[config.mk]
export PLATFORM = sky130hd
export DESIGN_NAME = uart_rx_hub
export DESIGN_NICKNAME = d
export VERILOG_FILES = /design/src/source/uart_pkg.sv /design/src/source/rx_byte_if.sv /design/src/source/rx_line_filter.sv /design/src/source/uart_rx_channel.sv /design/src/source/rx_byte_arbiter.sv /design/src/source/uart_rx_hub.sv
export SDC_FILE = /design/constraint.sdc
export NUM_CORES = 1
export LEC_CHECK = 0
export BUFFER_PORTS_ARGS = -buffer_cell sky130_fd_sc_hd__buf_2
export CAP_MARGIN = 20
export CORE_UTILIZATION = 45
export DETAILED_ROUTE_END_ITERATION = 8
export SYNTH_ARGS = -nofsm -noshare
export SYNTH_HDL_FRONTEND = slang
export SYNTH_SLANG_ARGS = --single-unit
export TNS_END_PERCENT = 20
[constraint.sdc]
create_clock -name clk -period 2.1 [get_ports clk]
set_input_delay 0.42 -clock clk [delete_from_list [all_inputs] [get_ports clk]]
set_output_delay 0.42 -clock clk [all_outputs]
set_load 0.02 [all_outputs]
[src/source/uart_pkg.sv]
package uart_pkg;

    // receive lanes and lane number width.
    localparam int num_ch = 4;
    localparam int ch_w = 2;

    // fixed serial timing, derived from the system clock.
    localparam int clk_per_sec = 1_843_200;
    localparam int baud = 115_200;
    localparam int clk_per_bit = clk_per_sec / baud;
    localparam int clk_per_half_bit = clk_per_bit / 2;
    // stop bit is sampled early so a back to back start edge is never missed.
    localparam int clk_per_stop_sample = clk_per_bit - clk_per_bit / 4;

    // samples that must agree before a lane counts as stable.
    localparam int filter_depth = 5;

    localparam int bit_cnt_w = $clog2(clk_per_bit);

    typedef logic [7:0] byte_t;
    typedef logic [ch_w-1:0] ch_id_t;
    typedef logic [bit_cnt_w-1:0] bit_cnt_t;

    // last count value of each bit timing window.
    localparam bit_cnt_t half_bit_last = bit_cnt_t'(clk_per_half_bit - 1);
    localparam bit_cnt_t bit_last = bit_cnt_t'(clk_per_bit - 1);
    localparam bit_cnt_t stop_sample_last = bit_cnt_t'(clk_per_stop_sample - 1);

    typedef enum logic [1:0] {
        rx_idle,
        rx_start,
        rx_data,
        rx_stop
    } rx_state_e;

    typedef enum logic [1:0] {
        arb_idle,
        arb_req_high,
        arb_wait_ack_low
    } arb_state_e;

endpackage

[src/source/rx_byte_if.sv]
`timescale 1ns/10ps

interface rx_byte_if;

    logic            byte_valid;
    uart_pkg::byte_t byte_data;
    logic            overrun;
    // one cycle pulse, the channel frees its slot on it.
    logic            byte_taken;

    modport channel (
        output byte_valid,
        output byte_data,
        output overrun,
        input  byte_taken
    );

    modport arbiter (
        input  byte_valid,
        input  byte_data,
        input  overrun,
        output byte_taken
    );

endinterface

[src/source/rx_line_filter.sv]
`timescale 1ns/10ps

module rx_line_filter (
    input  logic                        clk,
    input  logic                        rstn,
    input  logic [uart_pkg::num_ch-1:0] rxd,
    output logic [uart_pkg::num_ch-1:0] line,
    output logic [uart_pkg::num_ch-1:0] stable
);

    // per lane sample history, newest sample in bit 0.
    logic [uart_pkg::filter_depth-1:0] hist_q [uart_pkg::num_ch];

    always_ff @(posedge clk) begin
        if (!rstn) begin
            for (int ch = 0; ch < uart_pkg::num_ch; ch++) begin
                hist_q[ch] <= '1;
            end
            stable <= '1;
        end else begin
            for (int ch = 0; ch < uart_pkg::num_ch; ch++) begin
                hist_q[ch] <= {hist_q[ch][uart_pkg::filter_depth-2:0], rxd[ch]};
                // all stages equal, either level.
                stable[ch] <= (&hist_q[ch]) || (~|hist_q[ch]);
            end
        end
    end

    // oldest stage is the sample the receivers use.
    always_comb begin
        for (int ch = 0; ch < uart_pkg::num_ch; ch++) begin
            line[ch] = hist_q[ch][uart_pkg::filter_depth-1];
        end
    end

endmodule

[src/source/uart_rx_channel.sv]
`timescale 1ns/10ps

module uart_rx_channel (
    input  logic       clk,
    input  logic       rstn,
    input  logic       line,
    input  logic       stable,
    rx_byte_if.channel byte_if
);

    uart_pkg::rx_state_e state;
    uart_pkg::rx_state_e state_next;
    uart_pkg::bit_cnt_t  bit_cnt;
    logic [2:0]          bit_idx;
    uart_pkg::byte_t     shift_q;

    logic half_mark;
    logic bit_mark;
    logic stop_mark;
    logic sample_due;
    logic sample_ok;
    logic frame_ok;
    logic slot_full;

    // timing marks from the bit counter.
    assign half_mark = (bit_cnt == uart_pkg::half_bit_last);
    assign bit_mark = (bit_cnt == uart_pkg::bit_last);
    assign stop_mark = (bit_cnt == uart_pkg::stop_sample_last);

    assign sample_due = ((state == uart_pkg::rx_data) && bit_mark) ||
                        ((state == uart_pkg::rx_stop) && stop_mark);
    assign sample_ok = sample_due && stable;

    // good stop bit seen.
    assign frame_ok = (state == uart_pkg::rx_stop) && sample_ok && line;

    // a slot freed in this very cycle can take the new byte.
    assign slot_full = byte_if.byte_valid && !byte_if.byte_taken;

    always_comb begin
        state_next = state;
        case (state)
            uart_pkg::rx_idle: begin
                if (stable && !line) begin
                    state_next = uart_pkg::rx_start;
                end
            end
            uart_pkg::rx_start: begin
                if (half_mark) begin
                    state_next = uart_pkg::rx_data;
                end
            end
            uart_pkg::rx_data: begin
                if (sample_ok && (bit_idx == 3'd7)) begin
                    state_next = uart_pkg::rx_stop;
                end
            end
            uart_pkg::rx_stop: begin
                if (sample_ok) begin
                    state_next = uart_pkg::rx_idle;
                end
            end
            default: begin
                state_next = uart_pkg::rx_idle;
            end
        endcase
    end

    always_ff @(posedge clk) begin
        if (!rstn) begin
            bit_cnt <= '0;
        end else if (state_next != state) begin
            bit_cnt <= '0;
        end else if (sample_due && !stable) begin
            // wait on the sample point until the line settles.
            bit_cnt <= bit_cnt;
        end else if (bit_mark) begin
            bit_cnt <= '0;
        end else begin
            bit_cnt <= bit_cnt + uart_pkg::bit_cnt_t'(1);
        end
    end

    always_ff @(posedge clk) begin
        if (!rstn) begin
            state <= uart_pkg::rx_idle;
            bit_idx <= '0;
            byte_if.byte_valid <= 1'b0;
            byte_if.overrun <= 1'b0;
        end else begin
            state <= state_next;

            if (state == uart_pkg::rx_start) begin
                bit_idx <= '0;
            end else if ((state == uart_pkg::rx_data) && sample_ok) begin
                bit_idx <= bit_idx + 3'd1;
            end

            if (frame_ok) begin
                if (slot_full) begin
                    // new frame is lost, mark the held one.
                    byte_if.overrun <= 1'b1;
                end else begin
                    byte_if.byte_valid <= 1'b1;
                    byte_if.overrun <= 1'b0;
                end
            end else if (byte_if.byte_taken) begin
                byte_if.byte_valid <= 1'b0;
                byte_if.overrun <= 1'b0;
            end
        end
    end

    // data bits arrive lsb first.
    always_ff @(posedge clk) begin
        if ((state == uart_pkg::rx_data) && sample_ok) begin
            shift_q <= {line, shift_q[7:1]};
        end
        if (frame_ok && !slot_full) begin
            byte_if.byte_data <= shift_q;
        end
    end

endmodule

[src/source/rx_byte_arbiter.sv]
`timescale 1ns/10ps

module rx_byte_arbiter (
    input  logic              clk,
    input  logic              rstn,
    input  logic              out_ack,
    rx_byte_if.arbiter        lanes [uart_pkg::num_ch],
    output logic              out_req,
    output uart_pkg::ch_id_t  out_channel,
    output uart_pkg::byte_t   out_data,
    output logic              out_overrun
);

    uart_pkg::arb_state_e state;
    uart_pkg::ch_id_t     last_ch;
    uart_pkg::ch_id_t     pick;
    uart_pkg::ch_id_t     idx;
    logic                 found;

    logic [uart_pkg::num_ch-1:0] valid_vec;
    logic [uart_pkg::num_ch-1:0] overrun_vec;
    logic [uart_pkg::num_ch-1:0] taken_q;
    uart_pkg::byte_t             data_arr [uart_pkg::num_ch];

    for (genvar i = 0; i < uart_pkg::num_ch; i++) begin : g_lane
        assign valid_vec[i] = lanes[i].byte_valid;
        assign overrun_vec[i] = lanes[i].overrun;
        assign data_arr[i] = lanes[i].byte_data;
        assign lanes[i].byte_taken = taken_q[i];
    end

    // round robin, the search starts one past the last lane served.
    always_comb begin
        found = 1'b0;
        pick = last_ch;
        idx = last_ch;
        for (int k = 1; k <= uart_pkg::num_ch; k++) begin
            idx = last_ch + uart_pkg::ch_id_t'(k);
            if (!found && valid_vec[idx]) begin
                found = 1'b1;
                pick = idx;
            end
        end
    end

    always_ff @(posedge clk) begin
        if (!rstn) begin
            state <= uart_pkg::arb_idle;
            last_ch <= uart_pkg::ch_id_t'(uart_pkg::num_ch - 1);
            taken_q <= '0;
        end else begin
            taken_q <= '0;
            case (state)
                uart_pkg::arb_idle: begin
                    if (found) begin
                        state <= uart_pkg::arb_req_high;
                        last_ch <= pick;
                        taken_q[pick] <= 1'b1;
                    end
                end
                uart_pkg::arb_req_high: begin
                    if (out_ack) begin
                        state <= uart_pkg::arb_wait_ack_low;
                    end
                end
                uart_pkg::arb_wait_ack_low: begin
                    if (!out_ack) begin
                        state <= uart_pkg::arb_idle;
                    end
                end
                default: begin
                    state <= uart_pkg::arb_idle;
                end
            endcase
        end
    end

    // outputs load with the take and hold until the handshake ends.
    always_ff @(posedge clk) begin
        if ((state == uart_pkg::arb_idle) && found) begin
            out_channel <= pick;
            out_data <= data_arr[pick];
            out_overrun <= overrun_vec[pick];
        end
    end

    assign out_req = (state == uart_pkg::arb_req_high);

endmodule

[src/source/uart_rx_hub.sv]
`timescale 1ns/10ps

module uart_rx_hub (
    input  logic                        clk,
    input  logic                        rstn,
    input  logic [uart_pkg::num_ch-1:0] rxd,
    input  logic                        out_ack,
    output logic                        out_req,
    output uart_pkg::ch_id_t            out_channel,
    output uart_pkg::byte_t             out_data,
    output logic                        out_overrun
);

    logic [uart_pkg::num_ch-1:0] line;
    logic [uart_pkg::num_ch-1:0] stable;

    // one byte slot link per lane.
    rx_byte_if byte_if [uart_pkg::num_ch] ();

    rx_line_filter rx_line_filter_i (
        .clk    (clk),
        .rstn   (rstn),
        .rxd    (rxd),
        .line   (line),
        .stable (stable)
    );

    for (genvar i = 0; i < uart_pkg::num_ch; i++) begin : g_ch
        uart_rx_channel uart_rx_channel_i (
            .clk     (clk),
            .rstn    (rstn),
            .line    (line[i]),
            .stable  (stable[i]),
            .byte_if (byte_if[i])
        );
    end

    rx_byte_arbiter rx_byte_arbiter_i (
        .clk         (clk),
        .rstn        (rstn),
        .out_ack     (out_ack),
        .lanes       (byte_if),
        .out_req     (out_req),
        .out_channel (out_channel),
        .out_data    (out_data),
        .out_overrun (out_overrun)
    );

endmodule

==> flow_summary.ini, run 1 <==
[run_status]
status = finished clean

[die]
rows = 42
die_w_um = 119
start_util_pct = 46.5
coreArea_um2 = 13300
dieArea_um2 = 14300
pin_count = 19
die_height_um = 119

[global_route]
track_usage_pct = 17.2
globalRoute.totalOverflow = 0
grt_pass1_vias = 3912
antenna_found_initial = 0
grt_max_degree = 33
grt_pass1_wl_um = 19100

[synth]
yosysUniqueCellTypes = 62
synth-async-reset-ratio_pct = 0
ys_seq_area_share_pct = 60.8
syn_nets = 541
netlist_area_um2 = 6210
syn_inst = 522
ys_ff_latch = 151
yosys_warnings = 0
synth_edf_count = 75
synth_ff_type = dfxtp_1
avgSynthCellArea_um2 = 11.9

[routing]
antenna_left = 0
wirelength_um = 11100
dr.pass1.iters = 5
route.vias.total = 4058
drc = 0
wire_per_inst_um = 14.9
drtIter0Drc = 290
via_per_inst = 5.45

[clock_network]
clock-sinks = 151
holdBufCountCts = 0
clk_pin_slew_worst_paths_ns = 0.06
cts_tree = yes
insertion_delay_ns = 0.42
cts_buffer_depth = 2
post_cts_buffers = 0
htreeDepth = 4
clock-root-buffer = clkbuf_16
cts_resized = 0
numCtsBuffers = 17

[sta]
max-slew-margin-rel_pct = 55.1
final-setup-viol-count = 0
fmax_mhz = 530
fin_tns_setup_ns = 0
tightest_slew_ns = 0.667
period_share_pct = 89.9
report.final.slew_viol_count = 0
grt_setup_unrepaired = no
min_period_ns = 1.89
finClkSkew_ns = 0.00719
finalHoldViolCount = 0

[final_layout]
fin_nets = 575
postLayoutCoreUtil_pct = 53.4
antenna_cells = 0
syn2layout_area_growth_pct = 14.9
fillers = 1185
drive_gt1_share_pct = 13.9

[place]
port-buffer-count = 18
gp_congestion = 0.801
dp_hpwl_um = 7500

[worst_hold_path]
hold_path_class = primary input to flop

[critical_path]
path_max_fanout = 6
critPathRequiredTime_ns = 2.43
critical_path_arrival_ns = 2.22
path_class = flop to flop
cp-start-kind = flop
worstSetupEndpointType = flop

[flow_run]
cap_violations = 0

[power]
p_leak_nw = 2.59
p_per_area_nw_per_um2 = 873
ir_worst_vdd_mv = 0.547
total_power_mw = 6.23
[layout by cell type (no fill, tap or decap), drive strengths merged, types with 4 or more instances in the layout]
cell type	n
edfxtp	75
nand3	11
clkbuf	19
nor2b	13
nor2	28
o21ai	9
a31oi	6
dfxtp	76
o211ai	6
and3	10
ha	12
nand2b	35
or4	4
nor3	14
a21oi	23
nand4	5
clkinv	10
xor2	4
buf	37
a32oi	19
mux2i	21
a311o	4
o21a	5
nand2	18
a211oi	19
inv	32
xnor2	4
and2	6
[sequential cells by signal (all words and copies together) (netlist names), 4 cells and up]
signal and cells:
g_ch.uart_rx_channel_i.byte_if.byte_data 32, g_ch.uart_rx_channel_i.shift_q 32, rx_line_filter_i.hist_q 20, g_ch.uart_rx_channel_i.bit_cnt 16, g_ch.uart_rx_channel_i.bit_idx 12, g_ch.uart_rx_channel_i.state 8, rx_byte_arbiter_i.out_data 8, g_ch.uart_rx_channel_i.byte_if.byte_valid 4
g_ch.uart_rx_channel_i.byte_if.overrun 4, rx_byte_arbiter_i.taken_q 4, rx_line_filter_i.stable 4
[metrics by stage]
stage          std cells  setup WS, ns  hold slack (ns)  instance area (µm²)
2_1_floorplan        522         0.301            0.392                 6210
3_5_place_dp         713         0.238            0.405                 6570
6_report             745         0.212            0.177                 7130
3_3_place_gp         713         0.304            0.402                 6570
4_1_cts              745         0.223            0.163                 7130
5_1_grt              745        0.0990            0.166                 7130
[worst max-delay path, stage by stage (launching register included)]
cell and delay (ns):
dfxtp_1 0.34, ha_1 0.28, and4_4 0.23, a21o_1 0.16, or4b_4 0.56, nor3_1 0.22
[layout make-up]
class                           count  area, µm²  share of cell area (%)
Clock buffer                       19        433                    6.07
Inverter                           33        124                    1.74
Tap cell                          176        220                    3.09
Clock inverter                     13        136                    1.91
Timing Repair Buffer               37        233                    3.26
Sequential cell                   151       3770                    52.9
Multi-Input combinational cell    316       2210                    31.0
[final timing paths]
path,startpoint,cells past startpoint,end,slack (ns)
worst min-delay path,rxd[0],2,rx_line_filter_i.hist_q[0][0]$_SDFF_PN1_,0.18
worst max register to register,g_ch[3].uart_rx_channel_i.bit_cnt[0]$_SDFFE_PP0N_,5,g_ch[3].uart_rx_channel_i.bit_cnt[3]$_SDFFE_PP0N_,0.21
worst min register to register,rx_byte_arbiter_i.taken_q[2]$_SDFF_PN0_,1,g_ch[2].uart_rx_channel_i.byte_if.overrun$_SDFFE_PN0P_,0.41
worst max-delay path,g_ch[3].uart_rx_channel_i.bit_cnt[0]$_SDFFE_PP0N_,5,g_ch[3].uart_rx_channel_i.bit_cnt[3]$_SDFFE_PP0N_,0.21
[report_power, final]
part | switching (mW) | internal, mW | total [mW] | leakage [nW]
Sequential | 0.0442 | 3.10 | 3.15 | 1.29
Combinational | 0.0727 | 0.0664 | 0.139 | 1.03
Clock | 1.11 | 1.83 | 2.94 | 0.278
Total | 1.23 | 5.00 | 6.23 | 2.59
[cells by family (layout without fill, tap and decap cells)]
| kind of cell | after synthesis | in the layout | synth area share, % |
|---|---|---|---|
| simple gates | 165 | 165 | 15.6 |
| fa+ha+maj | 12 | 12 | 2.42 |
| compound gates | 109 | 109 | 13.0 |
| flops | 151 | 151 | 60.8 |
| mux | 22 | 22 | 3.57 |
| xor+xnor | 8 | 8 | 1.13 |
| buf+inv | 55 | 102 | 3.59 |
[synthesized netlist by cell type, types with 3 or more instances]
| cell type | number | area share (%) |
|---|---|---|
| mux2i_1 | 21 | 3.4 |
| o21a_1 | 5 | 0.60 |
| nor3_1 | 11 | 0.89 |
| a32oi_1 | 18 | 2.5 |
| nor2b_1 | 13 | 1.3 |
| and2_1 | 5 | 0.50 |
| inv_2 | 5 | 0.30 |
| o21ai_0 | 6 | 0.48 |
| nor4_1 | 3 | 0.30 |
| dfxtp_1 | 76 | 24 |
| nor3b_1 | 3 | 0.36 |
| nor2_1 | 28 | 1.7 |
| nand4_1 | 5 | 0.50 |
| a211oi_1 | 19 | 2.3 |
| nand3_1 | 11 | 0.89 |
| inv_1 | 27 | 1.6 |
| edfxtp_1 | 75 | 36 |
| xor2_1 | 4 | 0.56 |
| clkbuf_1 | 9 | 0.54 |
| xnor2_1 | 4 | 0.56 |
| nor3_2 | 3 | 0.48 |
| nand2_1 | 17 | 1.0 |
| nand2b_1 | 34 | 3.4 |
| buf_2 | 10 | 0.81 |
| a31oi_1 | 6 | 0.60 |
| a21oi_1 | 23 | 1.9 |
| and3_1 | 10 | 1.0 |
| a311o_1 | 4 | 0.64 |
| o211ai_1 | 6 | 0.73 |
| or4_1 | 4 | 0.48 |
| ha_1 | 12 | 2.4 |
[per-layer routing]
layer | vias to the layer above | GRT usage [%] | wire [µm]
met3 | 16 | 4.26 | 385
met1 | 1937 | 23.0 | 5420
met5 | - | 0 | 0
met2 | 80 | 26.1 | 5130
li1 | 2025 | - | -
met4 | 0 | 8.44 | 165
Power figures use the tool's default switching activity.
==> run 2: changes to the inputs <==
CORE_ASPECT_RATIO = 1.25   (was default)
GPL_TIMING_DRIVEN = 1   (was default)
SLEW_MARGIN = 40   (was default)
==> run 2 against run 1 <==
Combinational power hardly changed. Register-to-register slack better by 0.05 ns. Critical path type unchanged. Design area about the same. First-iteration DRC count shrank 58%. Highest routed layer unchanged. Final cell count is 0.54% lower. Via count decreased by 0.67%. Critical path depth unchanged. Critical endpoint unchanged.
==> flow_summary.ini, run 2 (synthesis gave the netlist of run 1 again) <==
[sta]
report.final.slew_viol_count = 0
period_share_pct = 87.5
fmax_mhz = 544
max-slew-margin-rel_pct = 56.9
final-setup-viol-count = 0
setup_slack_ns = 0.262
finClkSkew_ns = 0.00940
finalHoldViolCount = 0
tightest_slew_ns = 0.641
min_period_ns = 1.84
fin_tns_setup_ns = 0
grt_setup_unrepaired = no

[clock_network]
holdBufCountCts = 0
htreeDepth = 4
clk_pin_slew_worst_paths_ns = 0.07
cts_tree = yes
numCtsBuffers = 17
cts_resized = 0
cts_buffer_depth = 2
post_cts_buffers = 0
insertion_delay_ns = 0.41
clock-root-buffer = clkbuf_16
clock-sinks = 151

[critical_path]
cp_top_family = simple AND/OR/NAND/NOR gates
cpMaxStageDelayCell = or4b_4
r2r_end = g_ch[3].uart_rx_channel_i.bit_cnt[3]$_SDFFE_PP0N_
critPathRequiredTime_ns = 2.44
worstSetupEndpointType = flop
r2r_slack_ns = 0.26
path_class = flop to flop
crit_buf_inv = 0
reg2reg_from = g_ch[3].uart_rx_channel_i.bit_cnt[0]$_SDFFE_PP0N_
critical_path_arrival_ns = 2.18
cpPeakStageDelay_ns = 0.57
path_max_fanout = 6
path_cells = ha_1 -> and4_4 -> a21o_1 -> or4b_4 -> nor3_1
cp-start-kind = flop
reg2reg_depth = 5

[die]
coreArea_um2 = 13300
die_w_um = 107
start_util_pct = 46.5
dieArea_um2 = 14300
pin_count = 19
rows = 47
die_height_um = 133

[routing]
wirelength_um = 11100
drtIter0Drc = 122
via_per_inst = 5.44
dr.pass1.iters = 4
route.vias.total = 4031
wire_per_inst_um = 15.0
drc = 0
antenna_left = 0

[final_layout]
antenna_cells = 0
syn2layout_area_growth_pct = 14.9
postLayoutCoreUtil_pct = 53.5
top_regs = g_ch.uart_rx_channel_i.byte_if.byte_data (32), g_ch.uart_rx_channel_i.shift_q (32), rx_line_filter_i.hist_q (20)
drive_gt1_share_pct = 15.1
mostFrequentLayoutCells = 76 x dfxtp_1, 75 x edfxtp_1, 34 x nand2b_1
fin_nets = 576
fillers = 1167
final_common_cell = dfxtp_1

[worst_hold_path]
hold_path_class = primary input to flop
hold_depth = 2
holdPathEnd = rx_line_filter_i.hist_q[2][0]$_SDFF_PN1_
min_from = rxd[2]

[place]
dp_hpwl_um = 7650
gp_congestion = 0.850
post-place-ws_ns = 0.257
port-buffer-count = 18

[global_route]
grt_max_degree = 33
grt_pass1_vias = 3932
track_usage_pct = 16.8
grt_pass1_wl_um = 18600
antenna_found_initial = 0
globalRoute.totalOverflow = 0

[power]
ir_worst_vdd_mv = 0.400
p_per_area_nw_per_um2 = 863
p_leak_nw = 2.59

[flow_run]
cap_violations = 0

[run_status]
status = finished clean
## run 2: cell types whose count changed in the layout (fill, tap and decap cells not counted)
cell and change:
bufinv_16 -2, clkinvlp_4 +2, clkinv_2 -4, inv_6 +5, buf_4 +1, clkinv_1 -4, clkbuf_1 -2, clkinv_4 +5
## run 2: area by class of cell
cell class                 count  area, µm²  share of cell area [%]
multi-input combinational    316       2210                    31.0
clock inverter                15        144                    2.02
timing repair buffer          38        240                    3.37
tap                          171        214                    3.00
sequential                   151       3770                    52.9
clock buffer                  17        425                    5.96
inverter                      33        124                    1.74
## run 2: power breakdown
part	leakage (nW)	internal [mW]	switching (mW)	total, mW
Sequential	1.29	3.10	0.0443	3.15
Clock	0.269	1.65	1.22	2.87
Combinational	1.03	0.0663	0.0719	0.138
## run 2: metrics by stage
| step | cells | hold WS (ns) | power (mW) | instance area, µm² |
|---|---|---|---|---|
| after floorplan | 522 | 0.392 | 3.31 | 6210 |
| after detailed placement | 709 | 0.400 | 3.35 | 6570 |
| after global placement | 709 | 0.399 | 3.34 | 6570 |
| after global routing | 741 | 0.167 | 6.39 | 7140 |
| final | 741 | 0.182 | 6.16 | 7140 |
| after CTS | 741 | 0.162 | 6.24 | 7140 |
## run 2: layer usage
layer / global-route usage, % / vias to the layer above / routed length (µm)
met4: 6.09 / 0 / 89
met1: 20.9 / 1956 / 5130
met5: 0 / - / 0
met3: 5.48 / 4 / 294
li1: - / 2028 / -
met2: 27.4 / 43 / 5570
## run 2: worst register-to-register path, cell delays in order (launching register included)
cell	delay [ns]
dfxtp_1	0.35
ha_1	0.27
and4_4	0.23
a21o_1	0.17
or4b_4	0.57
nor3_1	0.18
## run 2: worst max path at each step
stage / from / to / slack (ns) / cells past startpoint
floorplan: g_ch[0].uart_rx_channel_i.bit_cnt[0]$_SDFFE_PP0N_ / g_ch[0].uart_rx_channel_i.bit_cnt[1]$_SDFFE_PP0N_ / 0.30 / 5
global placement: g_ch[3].uart_rx_channel_i.bit_cnt[0]$_SDFFE_PP0N_ / g_ch[3].uart_rx_channel_i.bit_cnt[3]$_SDFFE_PP0N_ / 0.31 / 5
detailed placement: rx_byte_arbiter_i.last_ch[1]$_SDFFE_PN1P_ / rx_byte_arbiter_i.out_data[1]$_DFFE_PP_ / 0.26 / 5
CTS: rx_byte_arbiter_i.last_ch[1]$_SDFFE_PN1P_ / rx_byte_arbiter_i.out_data[1]$_DFFE_PP_ / 0.26 / 5
global route: g_ch[1].uart_rx_channel_i.bit_cnt[0]$_SDFFE_PP0N_ / g_ch[1].uart_rx_channel_i.bit_cnt[3]$_SDFFE_PP0N_ / 0.13 / 5
finish: g_ch[3].uart_rx_channel_i.bit_cnt[0]$_SDFFE_PP0N_ / g_ch[3].uart_rx_channel_i.bit_cnt[3]$_SDFFE_PP0N_ / 0.26 / 5
